===== src/laneExPkg.sv =====
////////////////////////////////////////////////////////////////////////////
// Shared widths and encodings for the EX1 stage of a secondary issue lane.
// Opcode values outside opCode are decoded as opInvalid.
// Extension codes sit in the low 6 bits of opIxt. Bits [7:6] are reserved.
////////////////////////////////////////////////////////////////////////////

package laneExPkg;

	localparam int regIdWidth = 6;	// gpr id bits
	localparam int valWidth   = 64;	// gpr value bits

	// id 0 is the discard register, writes to it are dropped
	localparam logic [regIdWidth-1:0] regZero = '0;

	// opcode field, opCmd[5:0]
	typedef enum logic [5:0] {
		opNop     = 6'h00,
		opMovIr   = 6'h01,	// load / shift-in immediate
		opShad    = 6'h02,	// 32b arith shift
		opShld    = 6'h03,	// 32b logical shift
		opShadQ   = 6'h04,
		opShldQ   = 6'h05,
		opConv    = 6'h06,	// sign / zero extend
		opOpIxs   = 6'h07,	// single-source sys ops
		opAlu3    = 6'h08,
		opMul3    = 6'h09,	// no multiplier in this lane
		opFpu3    = 6'h0A,
		opOpIxt   = 6'h0B,
		opInvalid = 6'h3F
	} opCode;

	// condition field, opCmd[7:6]
	typedef enum logic [1:0] {
		ccAlways  = 2'b00,
		ccNever   = 2'b01,
		ccIfTrue  = 2'b10,
		ccIfFalse = 2'b11
	} condCode;

	typedef enum logic [5:0] {
		ixtSxtB = 6'h00,
		ixtSxtW = 6'h01,
		ixtSxtL = 6'h02,
		ixtZxtB = 6'h03,
		ixtZxtW = 6'h04,
		ixtZxtL = 6'h05
	} ixtConv;

	typedef enum logic [5:0] {
		ixtLdi     = 6'h00,	// plain load of Rt
		ixtLdish8  = 6'h01,
		ixtLdish16 = 6'h02,
		ixtLdish32 = 6'h03
	} ixtMovIr;

	// shared by opOpIxs and opOpIxt
	typedef enum logic [5:0] {
		ixtSysNop   = 6'h00,
		ixtSysMovT  = 6'h01,
		ixtSysMovNT = 6'h02,
		ixtSysBrk   = 6'h03
	} ixtSys;

	typedef enum logic [1:0] {
		classNone,	// no register effect
		classResult,	// finished in EX1
		classHeld,	// finished by a later stage
		classFault	// raises exHold
	} opClass;

endpackage


===== src/laneDecode.sv =====
////////////////////////////////////////////////////////////////////////////
// EX1 decode. Registers the op at the edge where inValid is sampled.
// A failed predicate or braFlush turns the op into opNop.
// opOpIxt only knows nop and brk, any other extension code faults.
////////////////////////////////////////////////////////////////////////////
`timescale 1ns/100ps

module laneDecode (
	input  logic clock,
	input  logic rst,
	input  logic inValid,
	input  logic [7:0] opCmd,	// [7:6] cc, [5:0] opcode
	input  logic [7:0] opIxt,	// [7:6] reserved
	input  logic [laneExPkg::regIdWidth-1:0] regIdRm,
	input  logic srT,
	input  logic braFlush,
	output logic decValid,
	output laneExPkg::opCode decOp,
	output logic [5:0] decIxt,
	output laneExPkg::opClass decClass,
	output logic [laneExPkg::regIdWidth-1:0] decIdRm
);

	laneExPkg::condCode cond;
	laneExPkg::opCode opNext;
	laneExPkg::opClass classNext;
	logic enable;

	// predicate
	always_comb begin
		cond = laneExPkg::condCode'(opCmd[7:6]);
		case (cond)
			laneExPkg::ccAlways:  enable = 1'b1;
			laneExPkg::ccIfTrue:  enable = srT;
			laneExPkg::ccIfFalse: enable = !srT;
			default:              enable = 1'b0;	// ccNever
		endcase
		if (braFlush)
			enable = 1'b0;	// flushed ops never execute
	end

	// map raw opcode, then classify with its extension
	always_comb begin
		case (opCmd[5:0])
			laneExPkg::opNop, laneExPkg::opMovIr, laneExPkg::opShad,
			laneExPkg::opShld, laneExPkg::opShadQ, laneExPkg::opShldQ,
			laneExPkg::opConv, laneExPkg::opOpIxs, laneExPkg::opAlu3,
			laneExPkg::opMul3, laneExPkg::opFpu3, laneExPkg::opOpIxt:
				opNext = laneExPkg::opCode'(opCmd[5:0]);
			default: opNext = laneExPkg::opInvalid;	// unmapped encodings
		endcase
		if (!enable)
			opNext = laneExPkg::opNop;

		classNext = laneExPkg::classFault;	// anything not listed below
		case (opNext)
			laneExPkg::opNop: classNext = laneExPkg::classNone;
			laneExPkg::opShad, laneExPkg::opShld,
			laneExPkg::opShadQ, laneExPkg::opShldQ:
				classNext = laneExPkg::classResult;
			laneExPkg::opMovIr:
				if (opIxt[5:0] <= laneExPkg::ixtLdish32)
					classNext = laneExPkg::classResult;
			laneExPkg::opConv:
				if (opIxt[5:0] <= laneExPkg::ixtZxtL)
					classNext = laneExPkg::classResult;
			laneExPkg::opOpIxs: begin
				if (opIxt[5:0] == laneExPkg::ixtSysNop)
					classNext = laneExPkg::classNone;
				else if (opIxt[5:0] == laneExPkg::ixtSysMovT ||
						opIxt[5:0] == laneExPkg::ixtSysMovNT)
					classNext = laneExPkg::classResult;
			end
			laneExPkg::opOpIxt:	// brk stays a fault
				if (opIxt[5:0] == laneExPkg::ixtSysNop)
					classNext = laneExPkg::classNone;
			laneExPkg::opAlu3, laneExPkg::opFpu3:
				classNext = laneExPkg::classHeld;
			default: ;	// opMul3 and opInvalid fault
		endcase
	end

	always_ff @(posedge clock) begin
		if (rst)
			decValid <= 1'b0;
		else
			decValid <= inValid;
	end

	// payload, qualified by decValid
	always_ff @(posedge clock) begin
		decOp    <= opNext;
		decIxt   <= opIxt[5:0];
		decClass <= classNext;
		decIdRm  <= regIdRm;
	end

	// an accepted op arrives fully known, else its class is a guess
	aOpKnown: assert property (@(posedge clock) disable iff (rst)
		inValid |-> !$isunknown({opCmd, opIxt[5:0], regIdRm, srT, braFlush}));

endmodule


===== src/laneExTop.sv =====
////////////////////////////////////////////////////////////////////////////
// EX1 stage top. Upstream starts with QueueDepth credits and gets one back
// per inCreditReturn. regIdRs, regIdRt and regValRm belong to the common
// lane interface and have no use in this stage.
////////////////////////////////////////////////////////////////////////////
`timescale 1ns/100ps

module laneExTop #(
	parameter int QueueDepth = 4
) (
	input  logic clock,
	input  logic rst,
	input  logic inValid,
	input  logic [7:0] opCmd,
	input  logic [7:0] opIxt,
	input  logic [laneExPkg::regIdWidth-1:0] regIdRs,
	input  logic [laneExPkg::regIdWidth-1:0] regIdRt,
	input  logic [laneExPkg::regIdWidth-1:0] regIdRm,
	input  logic [laneExPkg::valWidth-1:0] regValRs,
	input  logic [laneExPkg::valWidth-1:0] regValRt,
	input  logic [laneExPkg::valWidth-1:0] regValRm,
	input  logic srT,
	input  logic braFlush,
	output logic outValid,
	output logic [laneExPkg::regIdWidth-1:0] outIdRn,
	output logic [laneExPkg::valWidth-1:0] outValRn,
	output logic [laneExPkg::regIdWidth-1:0] outHeldId,
	input  logic outCredit,
	output logic inCreditReturn,
	output logic exHold
);

	logic decValid;
	laneExPkg::opCode decOp;
	logic [5:0] decIxt;
	laneExPkg::opClass decClass;
	logic [laneExPkg::regIdWidth-1:0] decIdRm;
	logic exValid, exFault;
	logic [laneExPkg::regIdWidth-1:0] exIdRn, exHeldId;
	logic [laneExPkg::valWidth-1:0] exValRn;

	laneDecode decode0 (.clock, .rst, .inValid, .opCmd, .opIxt, .regIdRm, .srT, .braFlush,
		.decValid, .decOp, .decIxt, .decClass, .decIdRm);

	laneExecute execute0 (.clock, .rst, .decValid, .decOp, .decIxt, .decClass, .decIdRm,
		.regValRs, .regValRt, .srT, .exValid, .exIdRn, .exHeldId, .exValRn, .exFault);

	laneResult #(.QueueDepth(QueueDepth)) result0 (.clock, .rst, .exValid, .exIdRn,
		.exValRn, .exHeldId, .exFault, .outCredit, .outValid, .outIdRn, .outHeldId,
		.outValRn, .inCreditReturn, .exHold);

endmodule


===== src/laneExecute.sv =====
////////////////////////////////////////////////////////////////////////////
// EX1 execute. Source values and T are captured at the decode edge, the
// result is registered one edge later. Every decoded op yields one exValid.
// Only result-class ops name a destination, held ops name exHeldId.
////////////////////////////////////////////////////////////////////////////
`timescale 1ns/100ps

module laneExecute (
	input  logic clock,
	input  logic rst,
	input  logic decValid,
	input  laneExPkg::opCode decOp,
	input  logic [5:0] decIxt,
	input  laneExPkg::opClass decClass,
	input  logic [laneExPkg::regIdWidth-1:0] decIdRm,
	input  logic [laneExPkg::valWidth-1:0] regValRs,
	input  logic [laneExPkg::valWidth-1:0] regValRt,
	input  logic srT,
	output logic exValid,
	output logic [laneExPkg::regIdWidth-1:0] exIdRn,
	output logic [laneExPkg::regIdWidth-1:0] exHeldId,
	output logic [laneExPkg::valWidth-1:0] exValRn,
	output logic exFault
);

	logic [laneExPkg::valWidth-1:0] opRs, opRt;	// aligned with dec*
	logic opT;
	logic [laneExPkg::valWidth-1:0] shOut, valNext;
	logic shQuad, shArith;

	// operand capture, same edge as laneDecode
	always_ff @(posedge clock) begin
		opRs <= regValRs;
		opRt <= regValRt;
		opT  <= srT;
	end

	assign shQuad  = (decOp == laneExPkg::opShadQ) || (decOp == laneExPkg::opShldQ);
	assign shArith = (decOp == laneExPkg::opShad) || (decOp == laneExPkg::opShadQ);

	laneShifter shift0 (
		.value   (opRs),
		.amount  (opRt[7:0]),	// low byte of Rt is the amount
		.isQuad  (shQuad),
		.isArith (shArith),
		.result  (shOut)
	);

	always_comb begin
		valNext = '0;
		case (decOp)
			laneExPkg::opShad, laneExPkg::opShld,
			laneExPkg::opShadQ, laneExPkg::opShldQ: valNext = shOut;
			laneExPkg::opMovIr:
				case (decIxt)	// Rs shifted up, Rt fills the low bits
					laneExPkg::ixtLdish8:  valNext = {opRs[55:0], opRt[7:0]};
					laneExPkg::ixtLdish16: valNext = {opRs[47:0], opRt[15:0]};
					laneExPkg::ixtLdish32: valNext = {opRs[31:0], opRt[31:0]};
					default:               valNext = opRt;	// ldi
				endcase
			laneExPkg::opConv:
				case (decIxt)
					laneExPkg::ixtSxtB: valNext = {{56{opRs[7]}}, opRs[7:0]};
					laneExPkg::ixtSxtW: valNext = {{48{opRs[15]}}, opRs[15:0]};
					laneExPkg::ixtSxtL: valNext = {{32{opRs[31]}}, opRs[31:0]};
					laneExPkg::ixtZxtB: valNext = {56'h0, opRs[7:0]};
					laneExPkg::ixtZxtW: valNext = {48'h0, opRs[15:0]};
					default:            valNext = {32'h0, opRs[31:0]};
				endcase
			laneExPkg::opOpIxs:	// movT or movNT, nop has no destination
				valNext = {63'h0, (decIxt == laneExPkg::ixtSysMovNT) ? !opT : opT};
			default: ;
		endcase
	end

	always_ff @(posedge clock) begin
		if (rst) begin
			exValid <= 1'b0;
			exFault <= 1'b0;
		end else begin
			exValid <= decValid;
			exFault <= decValid && (decClass == laneExPkg::classFault);
		end
	end

	always_ff @(posedge clock) begin
		exValRn  <= valNext;
		exIdRn   <= (decClass == laneExPkg::classResult) ? decIdRm : laneExPkg::regZero;
		exHeldId <= (decClass == laneExPkg::classHeld) ? decIdRm : laneExPkg::regZero;
	end

endmodule


===== src/laneResult.sv =====
////////////////////////////////////////////////////////////////////////////
// Result queue of QueueDepth entries (2..16). Pops while downstream credit
// remains, returning one upstream credit per pop in the same cycle.
// Downstream credit counter is 8 bits, grants beyond 255 are not allowed.
// exHold is sticky until rst.
////////////////////////////////////////////////////////////////////////////
`timescale 1ns/100ps

module laneResult #(
	parameter int QueueDepth = 4
) (
	input  logic clock,
	input  logic rst,
	input  logic exValid,
	input  logic [laneExPkg::regIdWidth-1:0] exIdRn,
	input  logic [laneExPkg::valWidth-1:0] exValRn,
	input  logic [laneExPkg::regIdWidth-1:0] exHeldId,
	input  logic exFault,
	input  logic outCredit,	// one grant per pulse
	output logic outValid,
	output logic [laneExPkg::regIdWidth-1:0] outIdRn,
	output logic [laneExPkg::regIdWidth-1:0] outHeldId,
	output logic [laneExPkg::valWidth-1:0] outValRn,
	output logic inCreditReturn,
	output logic exHold
);

	localparam int ptrW = $clog2(QueueDepth);
	localparam int cntW = $clog2(QueueDepth + 1);

	logic [laneExPkg::regIdWidth-1:0] memIdRn [QueueDepth];
	logic [laneExPkg::regIdWidth-1:0] memHeldId [QueueDepth];
	logic [laneExPkg::valWidth-1:0] memValRn [QueueDepth];
	logic [ptrW-1:0] wrPtr, rdPtr;
	logic [cntW-1:0] count;
	logic [7:0] credits;	// downstream grants not yet spent
	logic pop;

	assign pop            = (count != '0) && (credits != 8'd0);
	assign outValid       = pop;
	assign inCreditReturn = pop;	// slot freed, upstream may issue again
	assign outIdRn        = memIdRn[rdPtr];
	assign outHeldId      = memHeldId[rdPtr];
	assign outValRn       = memValRn[rdPtr];

	always_ff @(posedge clock) begin
		if (exValid) begin
			memIdRn[wrPtr]   <= exIdRn;
			memHeldId[wrPtr] <= exHeldId;
			memValRn[wrPtr]  <= exValRn;
		end
	end

	always_ff @(posedge clock) begin
		if (rst) begin
			wrPtr   <= '0;
			rdPtr   <= '0;
			count   <= '0;
			credits <= 8'd0;
			exHold  <= 1'b0;
		end else begin
			if (exValid)	// wrap for non power of two depths
				wrPtr <= (wrPtr == ptrW'(QueueDepth - 1)) ? '0 : wrPtr + 1'b1;
			if (pop)
				rdPtr <= (rdPtr == ptrW'(QueueDepth - 1)) ? '0 : rdPtr + 1'b1;
			count   <= count + cntW'(exValid) - cntW'(pop);
			credits <= credits + 8'(outCredit) - 8'(pop);
			if (exFault)
				exHold <= 1'b1;	// sticky
		end
	end

	// upstream credits must keep the queue from overflowing
	aNoPushFull: assert property (@(posedge clock) disable iff (rst)
		exValid |-> (count != cntW'(QueueDepth)));

	// writeback must not grant past the 8-bit counter
	aCreditOverflow: assert property (@(posedge clock) disable iff (rst)
		(outCredit && !pop) |-> (credits != 8'hFF));

endmodule


===== src/laneShifter.sv =====
////////////////////////////////////////////////////////////////////////////
// Combinational barrel shifter. Positive amount shifts left, negative right.
// Magnitude is masked to 5 bits (32b) or 6 bits (64b), so -128 acts as 0.
// 32b results are widened by sign (arith) or zeros (logical).
////////////////////////////////////////////////////////////////////////////
`timescale 1ns/100ps

module laneShifter (
	input  logic [laneExPkg::valWidth-1:0] value,
	input  logic signed [7:0] amount,
	input  logic isQuad,	// 64b op
	input  logic isArith,	// sign fill on right shift
	output logic [laneExPkg::valWidth-1:0] result
);

	logic [7:0] mag;
	logic [5:0] shAmt;
	logic [31:0] res32;
	logic [63:0] res64;

	always_comb begin
		mag = amount[7] ? (~amount + 8'd1) : amount;	// abs value
		shAmt = isQuad ? mag[5:0] : {1'b0, mag[4:0]};

		// 32b path on the low word only
		if (!amount[7])
			res32 = value[31:0] << shAmt;
		else if (isArith)
			res32 = $signed(value[31:0]) >>> shAmt;
		else
			res32 = value[31:0] >> shAmt;

		if (!amount[7])
			res64 = value << shAmt;
		else if (isArith)
			res64 = $signed(value) >>> shAmt;
		else
			res64 = value >> shAmt;

		if (isQuad)
			result = res64;
		else if (isArith)
			result = {{32{res32[31]}}, res32};	// sign-extend
		else
			result = {32'h0, res32};	// zero-extend
	end

endmodule


===== config.mk =====
export PLATFORM = sky130hd
export DESIGN_NAME = laneExTop
export DESIGN_NICKNAME = d
export VERILOG_FILES = /design/src/laneExPkg.sv /design/src/laneDecode.sv /design/src/laneExTop.sv /design/src/laneExecute.sv /design/src/laneResult.sv /design/src/laneShifter.sv
export SDC_FILE = /design/constraint.sdc
export NUM_CORES = 1
export LEC_CHECK = 0
export BUFFER_PORTS_ARGS = -buffer_cell sky130_fd_sc_hd__buf_2
export CORE_MARGIN = 3
export CORE_UTILIZATION = 45
export DETAILED_ROUTE_END_ITERATION = 8
export SLEW_MARGIN = 20
export SYNTH_ARGS = -nofsm -noshare
export SYNTH_HDL_FRONTEND = slang
export SYNTH_SLANG_ARGS = --single-unit

===== constraint.sdc =====
create_clock -name clock -period 6.4 [get_ports clock]
set_input_delay 1.6 -clock clock [delete_from_list [all_inputs] [get_ports clock]]
set_output_delay 1.6 -clock clock [all_outputs]
set_load 0.02 [all_outputs]

Word level (Yosys, flattened, before mapping)
Memory sizes are Yosys's and may differ from the RTL's. A register that Yosys moved wholly into a read port is not among the register bits.
Index checks and enable logic that the tools add are counted.
{"block": "classes", "add_sub_neg": 7, "mul": 0, "div_mod_pow": 0, "order_cmp": 2, "n_eq_ne": 41, "n_shift": 6, "mux": 32, "bitwise_logic": 1, "n_reduce_logical": 18}
{"cell": "64-bit one-hot mux with 5 select lines", "n": 1}
{"cell": "64-bit two-way mux", "n": 4}
{"cell": "64-bit one-hot mux with 4 select lines", "n": 1}
{"cell": "64-bit one-hot mux with 3 select lines", "n": 1}
{"cell": "6-bit by 3-bit == test with 1-bit output (second input constant)", "n": 13}
{"cell": "32-bit two-way mux", "n": 2}
{"cell": "64-bit by 6-bit << shifter with 64-bit output", "n": 1}
{"cell": "64-bit by 6-bit right shift with 64-bit output", "n": 1}
{"cell": "64-bit by 6-bit >>> shifter with 64-bit output", "n": 1}
{"cell": "6-bit by 2-bit == test with 1-bit output (second input constant)", "n": 9}
{"cell": "6-bit by 4-bit == test with 1-bit output (second input constant)", "n": 7}
{"cell": "32-bit by 6-bit << shifter with 32-bit output", "n": 1}
{"cell": "32-bit by 6-bit right shift with 32-bit output", "n": 1}
{"cell": "32-bit by 6-bit >>> shifter with 32-bit output", "n": 1}
{"cell": "6-bit by 1-bit == test with 1-bit output (second input constant)", "n": 5}
{"cell": "2-bit two-way mux", "n": 13}
{"cell": "6-bit logical NOT", "n": 4}
{"cell": "6-bit two-way mux", "n": 4}
{"cell": "2-bit one-hot mux with 7 select lines", "n": 1}
{"cell": "2-bit == test (second input constant)", "n": 6}
{"cell": "12-bit OR reduction", "n": 1}
{"cell": "8-bit by 1-bit adder with 8-bit output", "n": 1}
{"cell": "8-bit nonzero test", "n": 1}
{"cell": "4-bit OR reduction", "n": 2}
{"cell": "17 further kinds", "n": 25}
{"block": "totals", "regBits": 244, "latch_bits": 0, "ram_bits": 304, "rom_bits": 0, "input_bits": 232, "memories": 3}
{"name": "result0.memValRn", "words": 4, "word_bits": 64, "read_ports": 1, "rd_clocked_by_memory_dff": 1, "write_ports": 1, "line_no": "laneResult.sv:33", "text": "logic [laneExPkg::valWidth-1:0] memValRn [QueueDepth];"}
{"name": "result0.memHeldId", "words": 4, "word_bits": 6, "read_ports": 1, "rd_clocked_by_memory_dff": 1, "write_ports": 1, "line_no": "laneResult.sv:32", "text": "logic [laneExPkg::regIdWidth-1:0] memHeldId [QueueDepth];"}
{"name": "result0.memIdRn", "words": 4, "word_bits": 6, "read_ports": 1, "rd_clocked_by_memory_dff": 1, "write_ports": 1, "line_no": "laneResult.sv:31", "text": "logic [laneExPkg::regIdWidth-1:0] memIdRn [QueueDepth];"}

Depth between registers and ports, before layout
{"block": "depth", "word_depth": 10, "mapped_depth": 19}

Modules after synthesis
Synthesis repeated with hierarchy kept, for this count alone.
{"block": "hier_totals", "cells_unflattened": 2723, "area_unflattened_um2": 30319.1}
{"module": "laneResult", "instances": 1, "cells_per_inst": 521, "area_per_inst_um2": 12115.4}
{"module": "laneShifter", "instances": 1, "cells_per_inst": 1420, "area_per_inst_um2": 10193.5}
{"module": "laneExecute", "instances": 1, "cells_per_inst": 724, "area_per_inst_um2": 7354.6}
{"module": "laneDecode", "instances": 1, "cells_per_inst": 58, "area_per_inst_um2": 655.6}

Least setup slack after synthesis
Ideal clock, no wire load.
{"block": "synth_timing", "path_kind": "reg-to-output", "from": "reg (tool-made name)", "to": "out outHeldId[0] (netlist bit)", "arrival_ns": 2.063, "required_ns": 4.800, "slack_ns": 2.737, "stages_incl_launch_ff": 5, "n_path_buf": 3, "path_cell_list": "dfxtp_1 clkbuf_1 buf_1 buf_1 mux4_2"}
{"element": "end: declaration", "line_no": "laneExTop.sv:27", "text": "output logic [laneExPkg::regIdWidth-1:0] outHeldId,"}

Worst setup path in the final report
{"block": "layout_timing", "from": "reg execute0.opRt[0] (netlist bit)", "to": "reg execute0.exValRn[7] (netlist bit)"}
{"block": "layout_between", "elab_chain_len": 10, "elab_cells_between_ends": 17, "cone_classes": "add/sub: 1; shift: 6; mux: 9; bitwise: 1"}
{"element": "start: declaration", "line_no": "laneExecute.sv:26", "text": "logic [laneExPkg::valWidth-1:0] opRs, opRt;"}
{"element": "start signal: assignment", "line_no": "laneExecute.sv:34", "text": "opRt <= regValRt;"}
{"element": "6-bit inverter", "line_no": "laneShifter.sv:22", "text": "mag = amount[7] ? (~amount + 8'd1) : amount;"}
{"element": "6-bit by 1-bit adder with 6-bit output", "line_no": "laneShifter.sv:22"}
{"element": "6-bit two-way mux (*)", "line_no": "laneShifter.sv:22"}
{"element": "6-bit two-way mux (*)", "line_no": "laneShifter.sv:23", "text": "shAmt = isQuad ? mag[5:0] : {1'b0, mag[4:0]};"}
{"element": "32-bit by 6-bit right shift with 32-bit output / 32-bit by 6-bit >>> shifter with 32-bit output (equally long branches)", "line_no": "laneShifter.sv:31, laneShifter.sv:29"}
{"element": "32-bit two-way mux", "line_no": "laneShifter.sv:28", "text": "else if (isArith)"}
{"element": "32-bit two-way mux", "line_no": "laneShifter.sv:26", "text": "if (!amount[7])"}
{"element": "64-bit two-way mux", "line_no": "laneShifter.sv:42", "text": "else if (isArith)"}
{"element": "64-bit two-way mux (*)", "line_no": "laneShifter.sv:40", "text": "if (isQuad)"}
{"element": "64-bit one-hot mux with 4 select lines (*)", "line_no": "laneExecute.sv:51", "text": "case (decOp)"}
{"element": "via execute0.valNext (one bit)", "line_no": "laneExecute.sv:28", "text": "logic [laneExPkg::valWidth-1:0] shOut, valNext;"}
{"element": "end signal: assignment", "line_no": "laneExecute.sv:87", "text": "exValRn <= valNext;"}
{"element": "end: declaration", "line_no": "laneExecute.sv:22", "text": "output logic [laneExPkg::valWidth-1:0] exValRn,"}
The timed path passes the listed nets; every way through them passes the cells marked *.
A chain may end at the register's enable or synchronous reset.

==> summary.md <==
| Metric | Value |
|---|---|
| Status | `completed` |
| CTS tree | `built` |
| Kind of critical path | `reg -> reg` |
| Worst setup SP type | `flop` |
| Syn Nets | `2947` |
| Boundary pin count | `about 310` |
| Nets | `slightly above 3000` |
| Achievable Freq | `195.4 MHz` |
| Largest net degree at the start of global routing | `73` |
| Async S/R FF share, synth | `0%` |
| Setup-failing EPs final | `0` |
| Number of global-route vias before repair | `23670` |
| Netlist cell types | `83` |
| Final ANT Viol Nets | `0` |
| Syn. warnings | `0` |
| Routed vias | `approximately 25000` |
| Final worst path period need | `5117 ps` |
| DR DRC count | `0` |
| Post-place instance area | `0.03145 mm^2` |
| Worst-Skew Late Latency | `630 ps` |
| Global-route total usage across every layer | `36.40%` |
| Static leakage | `approximately 13 nW` |
| Clock root buffer | `clkbuf_16` |
| Mapped Cells | `2694` |
| Non-filler cells, final | `between 3000 and 4000` |
| Peak supply drop | `between 200 and 250 uV` |
| Num rows | `93` |
| FF+latch count, synth | `550` |
| HPWL Detailed | `94670 um` |
| Top cell type's share of synthesized area | `31.00%` |
| Crit Path Max Fanout | `36` |
| Via density | `6.641` |
| RePlAce Congestion | `1.070` |
| First-pass DRT Iterations | `8` |
| CTS sink cnt | `550` |
| Synthesis-to-layout area growth | `13.84%` |
| Number of enable flip-flop cells after synthesis | `304` |
| Synth Cell Area | `slightly below 0.03 mm^2` |
| Core area | `0.06458 mm^2` |
| Critical Path End Type | `flop` |
| Top cells by area, synth | `edfxtp_1, dfxtp_1, mux2i_1` |
| RSZ-0062 raised after global routing | `no` |
| Top FF cell, synth | `edfxtp_1` |
| Setup ws final | `1283 ps` |
| Sequential element share of the synthesized area | `47.73%` |
| Slew at the pin with the worst max-slew slack | `1166 ps` |
| Relative slew slack | `21.71%` |
| Final Max Slew Viols | `0` |
| First-pass GRT wire length | `176700 um` |
| Final Cell Area | `between 0.03 and 0.04 mm^2` |
| Type of the most critical hold path | `reg -> reg` |
| CTS Buf Count | `54` |
| Final period util | `between 70% and 80%` |
| Layout cells sized above 1 | `20.72%` |
| Post-Route WL | `127100 um` |
| Initial Util | `45.60%` |
| DR WL/cell | `34.05 um` |
| Chip height | `261.8 um` |
| Final Hold Fails | `0` |
| PortBufs | `roughly 230` |
| # resized after CTS | `0` |
| Die area | `0.06854 mm^2` |
| Hold buffers post-CTS | `0` |
| Max-Cap Viols | `0` |
| Layout Skew | `30.34 ps` |
| Chip width | `approximately 260 um` |
| Placed Cells | `3630` |
| Post-synthesis average cell area | `10.93 um^2` |
| Setup TNS | `0 ps` |
| Worst path arrival time | `5540 ps` |
| Pwr Density | `337.3 mW/mm^2` |
| Setup repair bufs after CTS | `0` |
| Initial antenna violation count | `11` |
| Pre-CTS setup slack | `1525 ps` |
| CTS H-Tree Depth | `2` |
| CTS clk-pin slew, worst paths | `60 ps` |
| Leading area contributor after synthesis | `edfxtp_1` |
| GRT overflow | `0` |
| Clock buffer depth | `3` |
| Critical Path RT | `6830 ps` |
| DRT iter0 DRCs | `between 3000 and 4000` |
==> worst paths after layout <==
| kind | startpoint | endpoint | slack [ps] | cells after the start |
|---|---|---|---|---|
| worst min register to register | decode0.decIdRm[0] | execute0.exIdRn[0] | 450 | 1 |
| worst max register to register | execute0.opRt[0] | execute0.exValRn[7] | 1280 | 10 |
| worst min-delay path | decode0.decIdRm[0] | execute0.exIdRn[0] | 450 | 1 |
| worst max-delay path | execute0.opRt[0] | execute0.exValRn[7] | 1280 | 10 |
==> Yosys cell counts, drive strengths merged, types with 14 or more instances <==
cell type,n
mux2i,377
edfxtp,304
nand2,249
dfxtp,246
a21oi,231
nor2,171
o21ai,148
clkbuf,136
buf,110
mux4,104
nand3,63
o221ai,39
mux2,33
o22ai,33
inv,31
nor3,30
a31oi,29
o211ai,27
a22o,24
and2,23
a211oi,22
ha,19
nand2b,17
a221oi,16
a22oi,16
and3,15
o31ai,14
==> metal layers <==
| layer | wire, um | track usage, % | vias up | part of all wire (%) |
|---|---|---|---|---|
| li1 | - | - | 10530 | - |
| met1 | 51700 | 49.67 | 12310 | 41 |
| met2 | 54550 | 54.00 | 1563 | 43 |
| met3 | 13480 | 10.12 | 377 | 11 |
| met4 | 7290 | 16.43 | 16 | 5.7 |
| met5 | 115 | 0 | - | 0.090 |
==> kinds of logic (layout without fill, tap and decap cells) <==
family / Yosys count / after routing / share of synthesized area, %
XOR/XNOR: 16 / 16 / 0.5269
multiplexers: 514 / 514 / 22.09
AO/OA/AOI/OAI: 702 / 702 / 15.28
flip-flops: 550 / 550 / 47.73
AND/OR/NAND/NOR: 614 / 614 / 9.161
buffers and inverters: 277 / 460 / 4.270
other: 0 / 2 / 0
adder cells (fa/ha/maj): 21 / 21 / 0.9433
==> flip-flops by register name, summed over array words and instances, names as in the netlist, 3 cells and up, named ones only <==
name / cells
execute0.opRs: 64
decode0.decOp: 6
result0.memIdRn: 24
execute0.exIdRn: 6
result0.memHeldId: 24
decode0.decIxt: 6
result0.credits: 8
execute0.opRt: 64
execute0.exValRn: 64
execute0.exHeldId: 6
decode0.decIdRm: 6
result0.memValRn: 256
result0.count: 3
==> worst max-delay path, cell delays in order (launching register included) <==
cell and delay (ps):
dfxtp_4 750, inv_1 150, ha_1 330, nand2b_1 290, xnor2_2 830, buf_4 490
mux2_2 390, o21ai_0 470, nand2_1 120, a2111oi_0 920, a22oi_1 170
==> through the flow <==
stage	hold WS (ps)	power (mW)	utilization (%)
2_1_floorplan	411.4	6.442	-
3_3_place_gp	422.3	7.733	48.70
3_5_place_dp	432.9	7.747	48.70
4_1_cts	450.1	11.30	51.87
5_1_grt	462.3	11.73	51.90
6_report	447.8	11.31	51.91
==> layout make-up <==
class / instances / area [um^2]
fillers: 5804 / 31060
clock inverters: 34 / 539.3
multi-input cells: 1867 / 14230
inverters: 31 / 116.4
well taps: 855 / 1070
flip-flops and latches: 550 / 14070
clock buffers: 68 / 1508
diodes: 2 / 5.005
repair buffers: 327 / 1987
==> cell usage in the layout (no fill, tap or decap), types with 39 or more instances in the layout <==
| master | Yosys | final |
|---|---|---|
| mux2i_1 | 376 | 375 |
| o21ai_0 | 144 | 143 |
| o221ai_1 | 39 | 39 |
| buf_4 | 21 | 86 |
| nand2_1 | 249 | 249 |
| clkbuf_16 | 0 | 57 |
| nand3_1 | 63 | 63 |
| nor2_1 | 169 | 166 |
| dfxtp_1 | 246 | 240 |
| a21oi_1 | 231 | 230 |
| buf_2 | 56 | 232 |
| mux4_2 | 104 | 104 |
| edfxtp_1 | 304 | 304 |
==> report_power, final <==
| part | internal (mW) | switching [mW] | leakage, nW |
|---|---|---|---|
| combinational | 1.29 | 2.23 | 7.23 |
| clock | 2.17 | 1.36 | 0.995 |
| sequential | 3.96 | 0.300 | 4.97 |
No activity file was read; power rests on OpenSTA's default activity.
